## config.mk

```make
export PLATFORM = sky130hd
export DESIGN_NAME = csr_unit_top
export DESIGN_NICKNAME = d
export VERILOG_FILES = /design/src/verilog/csr_pkg.sv /design/src/verilog/trap_pkg.sv /design/src/verilog/csr_file.sv /design/src/verilog/trap_ctrl.sv /design/src/verilog/csr_unit_top.sv
export SDC_FILE = /design/constraint.sdc
export NUM_CORES = 2
export LEC_CHECK = 0
export BUFFER_PORTS_ARGS = -buffer_cell sky130_fd_sc_hd__buf_2
export CAP_MARGIN = 5
export CORE_UTILIZATION = 30
export CTS_CLUSTER_SIZE = 30
export DETAILED_ROUTE_END_ITERATION = 16
export GPL_ROUTABILITY_DRIVEN = 0
export SYNTH_ARGS = -nofsm -noshare
export SYNTH_HDL_FRONTEND = slang
export SYNTH_HIERARCHICAL = 1
export SYNTH_SLANG_ARGS = --single-unit
```

## constraint.sdc

```tcl
create_clock -name clk_i -period 7.4 [get_ports clk_i]
set_input_delay 2.22 -clock clk_i [delete_from_list [all_inputs] [get_ports clk_i]]
set_output_delay 2.22 -clock clk_i [all_outputs]
set_load 0.02 [all_outputs]
```

## src/verilog/csr_pkg.sv

```systemverilog
package csr_pkg;

    ////////////////////////////////////////
    // Widths
    ////////////////////////////////////////
    localparam int XLEN          = 32;
    localparam int CSR_ADDR_BITS = 12;
    localparam int CSR_TAG_BITS  = 5;  // Micro-op tag
    localparam int CSR_IDX_BITS  = 4;
    localparam int CSR_N_REGS    = 15;

    // Specification addresses
    localparam logic [CSR_ADDR_BITS-1:0] CSR_ADDR_MVENDORID = 12'hF11;
    localparam logic [CSR_ADDR_BITS-1:0] CSR_ADDR_MARCHID   = 12'hF12;
    localparam logic [CSR_ADDR_BITS-1:0] CSR_ADDR_MIMPID    = 12'hF13;
    localparam logic [CSR_ADDR_BITS-1:0] CSR_ADDR_MHARTID   = 12'hF14;
    localparam logic [CSR_ADDR_BITS-1:0] CSR_ADDR_MSTATUS   = 12'h300;
    localparam logic [CSR_ADDR_BITS-1:0] CSR_ADDR_MISA      = 12'h301;
    localparam logic [CSR_ADDR_BITS-1:0] CSR_ADDR_MIE       = 12'h304;
    localparam logic [CSR_ADDR_BITS-1:0] CSR_ADDR_MTVEC     = 12'h305;
    localparam logic [CSR_ADDR_BITS-1:0] CSR_ADDR_MSTATUSH  = 12'h310;
    localparam logic [CSR_ADDR_BITS-1:0] CSR_ADDR_MSCRATCH  = 12'h340;
    localparam logic [CSR_ADDR_BITS-1:0] CSR_ADDR_MEPC      = 12'h341;
    localparam logic [CSR_ADDR_BITS-1:0] CSR_ADDR_MCAUSE    = 12'h342;
    localparam logic [CSR_ADDR_BITS-1:0] CSR_ADDR_MTVAL     = 12'h343;
    localparam logic [CSR_ADDR_BITS-1:0] CSR_ADDR_MCYCLE    = 12'hB00;
    localparam logic [CSR_ADDR_BITS-1:0] CSR_ADDR_MCYCLEH   = 12'hB80;

    // Architectural index, read-only registers first
    typedef enum logic [CSR_IDX_BITS-1:0] {
        CSR_MVENDORID = 4'd0,
        CSR_MARCHID   = 4'd1,
        CSR_MIMPID    = 4'd2,
        CSR_MHARTID   = 4'd3,
        CSR_MISA      = 4'd4,
        CSR_MSTATUSH  = 4'd5,
        CSR_MSTATUS   = 4'd6,
        CSR_MIE       = 4'd7,
        CSR_MTVEC     = 4'd8,
        CSR_MSCRATCH  = 4'd9,
        CSR_MEPC      = 4'd10,
        CSR_MCAUSE    = 4'd11,
        CSR_MTVAL     = 4'd12,
        CSR_MCYCLE    = 4'd13,
        CSR_MCYCLEH   = 4'd14
    } csr_idx_e;

    localparam logic [CSR_N_REGS-1:0] CSR_RO_MASK = 15'h003F;  // Indices 0..5

    ////////////////////////////////////////
    // Field positions and reset values
    ////////////////////////////////////////
    localparam int MSTATUS_MIE     = 3;
    localparam int MSTATUS_MPIE    = 7;
    localparam int MSTATUS_MPP_LSB = 11;
    localparam int MSTATUS_MPP_MSB = 12;
    localparam logic [1:0] PRIV_M  = 2'b11;

    localparam logic [XLEN-1:0] MISA_RESET = 32'h40001104;  // RV32 with I, M, C

    typedef struct packed {
        logic     impl;
        csr_idx_e idx;
    } csr_xlat_t;

    function automatic csr_xlat_t csr_translate(input logic [CSR_ADDR_BITS-1:0] addr);
        csr_xlat_t x;
        x.impl = 1'b1;
        case (addr)
            CSR_ADDR_MVENDORID: x.idx = CSR_MVENDORID;
            CSR_ADDR_MARCHID:   x.idx = CSR_MARCHID;
            CSR_ADDR_MIMPID:    x.idx = CSR_MIMPID;
            CSR_ADDR_MHARTID:   x.idx = CSR_MHARTID;
            CSR_ADDR_MSTATUS:   x.idx = CSR_MSTATUS;
            CSR_ADDR_MISA:      x.idx = CSR_MISA;
            CSR_ADDR_MIE:       x.idx = CSR_MIE;
            CSR_ADDR_MTVEC:     x.idx = CSR_MTVEC;
            CSR_ADDR_MSTATUSH:  x.idx = CSR_MSTATUSH;
            CSR_ADDR_MSCRATCH:  x.idx = CSR_MSCRATCH;
            CSR_ADDR_MEPC:      x.idx = CSR_MEPC;
            CSR_ADDR_MCAUSE:    x.idx = CSR_MCAUSE;
            CSR_ADDR_MTVAL:     x.idx = CSR_MTVAL;
            CSR_ADDR_MCYCLE:    x.idx = CSR_MCYCLE;
            CSR_ADDR_MCYCLEH:   x.idx = CSR_MCYCLEH;
            default: begin
                x.impl = 1'b0;
                x.idx  = CSR_MVENDORID;
            end
        endcase
        return x;
    endfunction

    ////////////////////////////////////////
    // Request and response
    ////////////////////////////////////////
    typedef struct packed {
        logic                     valid;
        logic [CSR_ADDR_BITS-1:0] addr;
        logic [CSR_TAG_BITS-1:0]  tag;
    } csr_rd_req_t;

    typedef struct packed {
        logic                     valid;
        logic [CSR_ADDR_BITS-1:0] addr;
        logic [CSR_TAG_BITS-1:0]  tag;
        logic [XLEN-1:0]          data;
    } csr_wr_req_t;

    typedef struct packed {
        logic [XLEN-1:0] data;
        logic            valid;
    } csr_rd_rsp_t;

endpackage

```

## src/verilog/trap_pkg.sv

```systemverilog
package trap_pkg;

    localparam int EXC_CODE_BITS = 5;

    ////////////////////////////////////////
    // Exception codes
    ////////////////////////////////////////
    typedef enum logic [EXC_CODE_BITS-1:0] {
        INSTR_MISALIGNED = 5'd0,
        ILLEGAL_INSTR    = 5'd2,
        BREAKPOINT       = 5'd3,
        LOAD_MISALIGNED  = 5'd4,
        STORE_MISALIGNED = 5'd6,
        ECALL_M          = 5'd11,
        MRET             = 5'd24   // Internal, never written to mcause
    } exc_code_e;

    // Report from one pipeline stage
    typedef struct packed {
        logic        valid;
        logic [31:0] pc;
        exc_code_e   code;
        logic [31:0] info;
    } exc_req_t;

    // Fetch redirect, doubles as flush
    typedef struct packed {
        logic        valid;
        logic [31:0] pc;
    } redirect_t;

    typedef struct packed {
        logic        valid;
        logic        entry;    // 0 means MRET
        logic [31:0] mepc;
        logic [31:0] mcause;
        logic [31:0] mtval;
        logic [31:0] mstatus;
    } trap_upd_t;

endpackage

```

## src/verilog/csr_file.sv

```systemverilog
`timescale 1ns/1ps

module csr_file
    import csr_pkg::*;
    import trap_pkg::*;
(
    input  logic            clk_i,
    input  logic            rstn_i,

    input  csr_rd_req_t     rd_req_i,
    input  csr_wr_req_t     wr_req_i,
    input  trap_upd_t       trap_upd_i,

    output csr_rd_rsp_t     rd_rsp_o,

    output logic [XLEN-1:0] mstatus_o,
    output logic [XLEN-1:0] mtvec_o,
    output logic [XLEN-1:0] mepc_o
);

    ////////////////////////////////////////
    // State
    ////////////////////////////////////////
    logic [XLEN-1:0]         data_q  [CSR_N_REGS];
    logic [XLEN-1:0]         data_n  [CSR_N_REGS];
    logic [CSR_TAG_BITS-1:0] tag_q   [CSR_N_REGS];
    logic [CSR_TAG_BITS-1:0] tag_n   [CSR_N_REGS];
    logic [CSR_N_REGS-1:0]   valid_q;
    logic [CSR_N_REGS-1:0]   valid_n;

    csr_xlat_t               rd_x;
    csr_xlat_t               wr_x;
    logic                    wr_en;
    logic [2*XLEN-1:0]       cycle_inc;

    assign rd_x = csr_translate(rd_req_i.addr);
    assign wr_x = csr_translate(wr_req_i.addr);

    // Read-only and unimplemented targets drop the write
    assign wr_en = wr_req_i.valid && wr_x.impl && !CSR_RO_MASK[wr_x.idx];

    assign cycle_inc = {data_q[CSR_MCYCLEH], data_q[CSR_MCYCLE]} + 1'b1;

    ////////////////////////////////////////
    // Next state, lowest priority first
    ////////////////////////////////////////
    always_comb begin
        data_n  = data_q;
        tag_n   = tag_q;
        valid_n = valid_q;

        data_n[CSR_MCYCLE]  = cycle_inc[XLEN-1:0];
        data_n[CSR_MCYCLEH] = cycle_inc[2*XLEN-1:XLEN];

        // Tagged read renames the CSR
        if (rd_req_i.valid && rd_x.impl) begin
            tag_n[rd_x.idx]   = rd_req_i.tag;
            valid_n[rd_x.idx] = 1'b0;
        end

        if (wr_en) begin
            data_n[wr_x.idx]  = wr_req_i.data;
            valid_n[wr_x.idx] = (wr_req_i.tag == tag_q[wr_x.idx]);  // Pre-edge tag
        end

        if (trap_upd_i.valid) begin
            data_n[CSR_MSTATUS] = trap_upd_i.mstatus;
            if (trap_upd_i.entry) begin
                data_n[CSR_MEPC]   = trap_upd_i.mepc;
                data_n[CSR_MCAUSE] = trap_upd_i.mcause;
                data_n[CSR_MTVAL]  = trap_upd_i.mtval;
            end
        end
    end

    always_ff @(posedge clk_i) begin
        if (!rstn_i) begin
            for (int i = 0; i < CSR_N_REGS; i++) begin
                data_q[i] <= (i == int'(CSR_MISA)) ? MISA_RESET : '0;
                tag_q[i]  <= '0;
            end
            valid_q <= '1;
        end else begin
            data_q  <= data_n;
            tag_q   <= tag_n;
            valid_q <= valid_n;
        end
    end

    ////////////////////////////////////////
    // Read port
    ////////////////////////////////////////
    always_comb begin
        rd_rsp_o.data  = '0;
        rd_rsp_o.valid = 1'b0;
        if (rd_x.impl) begin
            rd_rsp_o.data  = data_q[rd_x.idx];
            rd_rsp_o.valid = valid_q[rd_x.idx];
        end
    end

    // Current values for the trap logic
    assign mstatus_o = data_q[CSR_MSTATUS];
    assign mtvec_o   = data_q[CSR_MTVEC];
    assign mepc_o    = data_q[CSR_MEPC];

endmodule

```

## src/verilog/trap_ctrl.sv

```systemverilog
`timescale 1ns/1ps

module trap_ctrl
    import csr_pkg::*;
    import trap_pkg::*;
(
    input  logic            clk_i,
    input  logic            rstn_i,

    input  exc_req_t        dec_exc_i,
    input  exc_req_t        exe_exc_i,
    input  exc_req_t        mem_exc_i,

    input  logic [XLEN-1:0] mstatus_i,
    input  logic [XLEN-1:0] mtvec_i,
    input  logic [XLEN-1:0] mepc_i,

    output trap_upd_t       trap_upd_o,
    output redirect_t       redirect_o
);

    exc_req_t        sel_exc;
    logic            is_mret;
    logic [XLEN-1:0] mstatus_entry;
    logic [XLEN-1:0] mstatus_mret;
    logic [XLEN-1:0] target_pc;
    redirect_t       redirect_q;

    ////////////////////////////////////////
    // Priority select
    ////////////////////////////////////////
    always_comb begin
        sel_exc = '0;
        if (mem_exc_i.valid) begin      // Oldest instruction
            sel_exc      = mem_exc_i;
            sel_exc.info = '0;
        end else if (exe_exc_i.valid) begin
            sel_exc      = exe_exc_i;   // Only stage with a trap value
        end else if (dec_exc_i.valid) begin
            sel_exc      = dec_exc_i;
            sel_exc.info = '0;
        end
    end

    assign is_mret = (sel_exc.code == MRET);

    ////////////////////////////////////////
    // New mstatus
    ////////////////////////////////////////
    always_comb begin
        mstatus_entry = mstatus_i;
        mstatus_entry[MSTATUS_MPIE] = mstatus_i[MSTATUS_MIE];
        mstatus_entry[MSTATUS_MIE]  = 1'b0;
        mstatus_entry[MSTATUS_MPP_MSB:MSTATUS_MPP_LSB] = PRIV_M;
    end

    always_comb begin
        mstatus_mret = mstatus_i;
        mstatus_mret[MSTATUS_MIE]  = mstatus_i[MSTATUS_MPIE];
        mstatus_mret[MSTATUS_MPIE] = 1'b1;
    end

    // Written into the CSRs at the same edge as the redirect
    always_comb begin
        trap_upd_o.valid   = sel_exc.valid;
        trap_upd_o.entry   = !is_mret;
        trap_upd_o.mepc    = sel_exc.pc;
        trap_upd_o.mcause  = {{(XLEN-EXC_CODE_BITS){1'b0}}, sel_exc.code};
        trap_upd_o.mtval   = sel_exc.info;
        trap_upd_o.mstatus = is_mret ? mstatus_mret : mstatus_entry;
    end

    ////////////////////////////////////////
    // Fetch redirect
    ////////////////////////////////////////
    assign target_pc = is_mret ? mepc_i : {mtvec_i[XLEN-1:2], 2'b00};  // Direct mode only

    always_ff @(posedge clk_i) begin
        if (!rstn_i) begin
            redirect_q.valid <= 1'b0;
        end else begin
            redirect_q.valid <= sel_exc.valid;
        end
        if (sel_exc.valid) begin
            redirect_q.pc <= target_pc;
        end
    end

    assign redirect_o = redirect_q;

endmodule

```

## src/verilog/csr_unit_top.sv

```systemverilog
`timescale 1ns/1ps

module csr_unit_top
    import csr_pkg::*;
    import trap_pkg::*;
(
    input  logic        clk_i,
    input  logic        rstn_i,

    // Exception reports per stage
    input  exc_req_t    dec_exc_i,
    input  exc_req_t    exe_exc_i,
    input  exc_req_t    mem_exc_i,

    input  csr_rd_req_t csr_rd_req_i,
    input  csr_wr_req_t csr_wr_req_i,

    output csr_rd_rsp_t csr_rd_rsp_o,
    output redirect_t   redirect_o   // Also flushes the pipeline
);

    trap_upd_t       trap_upd;
    logic [XLEN-1:0] mstatus;
    logic [XLEN-1:0] mtvec;
    logic [XLEN-1:0] mepc;

    ////////////////////////////////////////
    // Trap control
    ////////////////////////////////////////
    trap_ctrl u_trap_ctrl (
        .clk_i      (clk_i),
        .rstn_i     (rstn_i),
        .dec_exc_i  (dec_exc_i),
        .exe_exc_i  (exe_exc_i),
        .mem_exc_i  (mem_exc_i),
        .mstatus_i  (mstatus),
        .mtvec_i    (mtvec),
        .mepc_i     (mepc),
        .trap_upd_o (trap_upd),
        .redirect_o (redirect_o)
    );

    ////////////////////////////////////////
    // CSR storage
    ////////////////////////////////////////
    csr_file u_csr_file (
        .clk_i      (clk_i),
        .rstn_i     (rstn_i),
        .rd_req_i   (csr_rd_req_i),
        .wr_req_i   (csr_wr_req_i),
        .trap_upd_i (trap_upd),
        .rd_rsp_o   (csr_rd_rsp_o),
        .mstatus_o  (mstatus),
        .mtvec_o    (mtvec),
        .mepc_o     (mepc)
    );

endmodule

```

==> out/metrics.yaml <==
timing.rr.end: "u_csr_file/data_q[31]"
cts_tree: "built"
clk_pin_slew_ps: 60
netlist_instances: 3473
worstHoldPathType: "reg2reg"
antenna_found_initial: 13
grt_pass1_wl_um: 163700
timing.setup.tns_ps: 0
place_ws_ps: -432.9
crit_required_ps: 5180
tightest_slew_ps: 1199
place_inst: 4785
grt_max_degree: 150
die_w_um: 317.9
clock_latency_ps: 620
rsz0062_at_grt: "yes"
synthToLayoutAreaGrowth_pct: 22.51
wl_per_cell_um: 22.53
fillCellCount: 9811
status: "finished clean"
startpoint: "csr_rd_req_i[13]"
clockRootBuffer: "clkbuf_16"
reg2reg_depth: 10
endpoint_kind: "output port"
post-route-util: 0.3720
first_pass_iters: 6
drt_wl_total_um: 111600
hpwl_um: 73390
crit_arrival_ps: 5140
grt_usage: 0.2104
yosysWarnings: 6
ant_nets: 0
drt_iter0_drc: 2627
multi_input_area_sq_um: 15970
cp_slowest_cell: "or3_4"
start_util: 0.3037
cp_cell_sequence: "buf_2, and4bb_2, nand4_1, nand2b_4, a21boi_2, o21a_1, or3_4, buf_12, buf_16, buf_12, buf_4, a221o_1, a21oi_1, nor4_4, buf_4, buf_6"
fmax_mhz: 135.8
layout-drive-gt1-share: 0.2321
endpoint: "csr_rd_rsp_o[3]"
cts.path.max_buffers: 3
die_area_sq_um: 101000
die_h_um: 317.9
cp_max_fo: 18
post-route-period-util: 0.9951
htreeDepth: 3
setup_violations: 0
timing.rr.start: "u_csr_file/data_q[34]"
pin_count: 346
cp-start-kind: "input pin"
p_leak_nw: 14.55
first_global_vias: 24650
port_buffers: 281
p_per_area_nw_per_um2: 198.5
synth_area_sq_um: 29930
max_slew_margin: 0.2004
drv_slew: 0
seq_area_sq_um: 12390
core_area_sq_um: 98560
maxCapViolations: 0
viasPerCell: 5.383
irDropWorstVdd_mv: 0.1628
synth_area_per_cell_sq_um: 8.618
finalHoldViolations: 0
post-route-drc-count: 0
fin_crit_ps: 7364
clock-skew-final_ps: 27.61
grt.overflow.total: 0
reg2reg_slack_ps: 3350
cts_made_buffers: 69
fin_nets: 3894
vias: 26670
slowest_delay_ps: 450
rows: 115
fin_cells: 4954
cts.sinks: 603
setup_slack_ps: 36.22
crit_type: "in2out"
placed cells by master, fill, tap and decap left out, types with 14 or more instances in the layout:
cell type	n
a22oi_1	32
nand2_1	342
nor2_1	346
and2_1	232
inv_1	21
dfxtp_1	571
edfxtp_1	32
clkbuf_16	77
mux2_4	24
and3_1	20
nand3_1	39
xnor2_1	25
buf_6	45
nand4_1	28
a221o_1	37
clkbuf_8	20
o2111ai_1	15
buf_2	250
buf_4	163
a21oi_2	22
o21ai_1	69
or3_1	22
o21ai_0	96
nor3_1	25
conb_1	27
a221oi_2	28
a21oi_1	208
mux2i_1	202
xor2_1	37
a211oi_1	143
a221oi_1	140
clkbuf_1	14
buf_12	39
routing by layer:
layer | global-route usage | share of wire | up-vias
met5 | 0 | 0.00048 | -
met3 | 0.03114 | 0.072 | 168
met1 | 0.3009 | 0.46 | 12860
li1 | - | - | 12510
met4 | 0.05771 | 0.024 | 8
met2 | 0.3265 | 0.45 | 1124
repair_timing:
action | CTS | global route
pin swaps | 33 | 50
endpoints found under the hold margin | 0 | 0
setup endpoints to repair | 31 | 33
gates cloned | 9 | 5
hold buffers | 0 | 0
gates resized for setup | 153 | 168
setup buffers | 20 | 16
critical path, delay by kind of cell:
family | cells | cell delay, ps
and+or+nand+nor | 5 | 1060
buffers and inverters | 7 | 1010
AOI/OAI and AO/OA | 4 | 820
sequential cells by signal (all words and copies together) (netlist names):
register                count
u_csr_file/data_q         384
u_csr_file/mepc_o          32
u_csr_file/mstatus_o       32
u_csr_file/mtvec_o         32
u_csr_file/tag_q           75
u_csr_file/valid_q         15
u_trap_ctrl/redirect_o     33
report_power, final:
| part | internal (mW) | total [mW] | leakage, nW | switching [mW] |
|---|---|---|---|---|
| sequential | 3.32 | 3.36 | 4.99 | 0.0367 |
| clock | 2.03 | 3.48 | 1.14 | 1.45 |
| combinational | 0.142 | 0.441 | 8.42 | 0.299 |
| total | 5.49 | 7.28 | 14.5 | 1.78 |
cell type report:
| cell class | instances | share of cell area |
|---|---|---|
| diodes | 4 | 0.0002730 |
| clock buffers | 106 | 0.05808 |
| clock inverters | 15 | 0.004709 |
| inverters | 22 | 0.002457 |
| multi-input cells | 2398 | 0.4355 |
| flip-flops and latches | 603 | 0.3380 |
| well taps | 1287 | 0.04392 |
| repair buffers | 519 | 0.1171 |
worst min-delay path by stage:
| stage | startpoint | endpoint | depth (start not counted) |
|---|---|---|---|
| global route | u_csr_file/data_q[160] | u_csr_file/data_q[160] | 2 |
| global placement | u_csr_file/data_q[328] | u_csr_file/data_q[328] | 1 |
| detailed placement | u_csr_file/data_q[350] | u_csr_file/data_q[350] | 1 |
| finish | u_csr_file/valid_q[4] | u_csr_file/valid_q[4] | 2 |
| floorplan | u_csr_file/data_q[328] | u_csr_file/data_q[328] | 1 |
| CTS | u_csr_file/data_q[350] | u_csr_file/data_q[350] | 1 |
stage by stage:
stage | hold WS, ps | cell area, sq um | total power, mW
floorplan | 412.0 | 30030 | 3.684
detailed placement | 427.6 | 32500 | 3.855
global placement | 423.2 | 32500 | 3.851
finish | 446.0 | 36670 | 7.279
CTS | 444.1 | 35820 | 7.313
global route | 464.7 | 36670 | 7.493
Note: power is estimated with default switching activity, not from simulation.
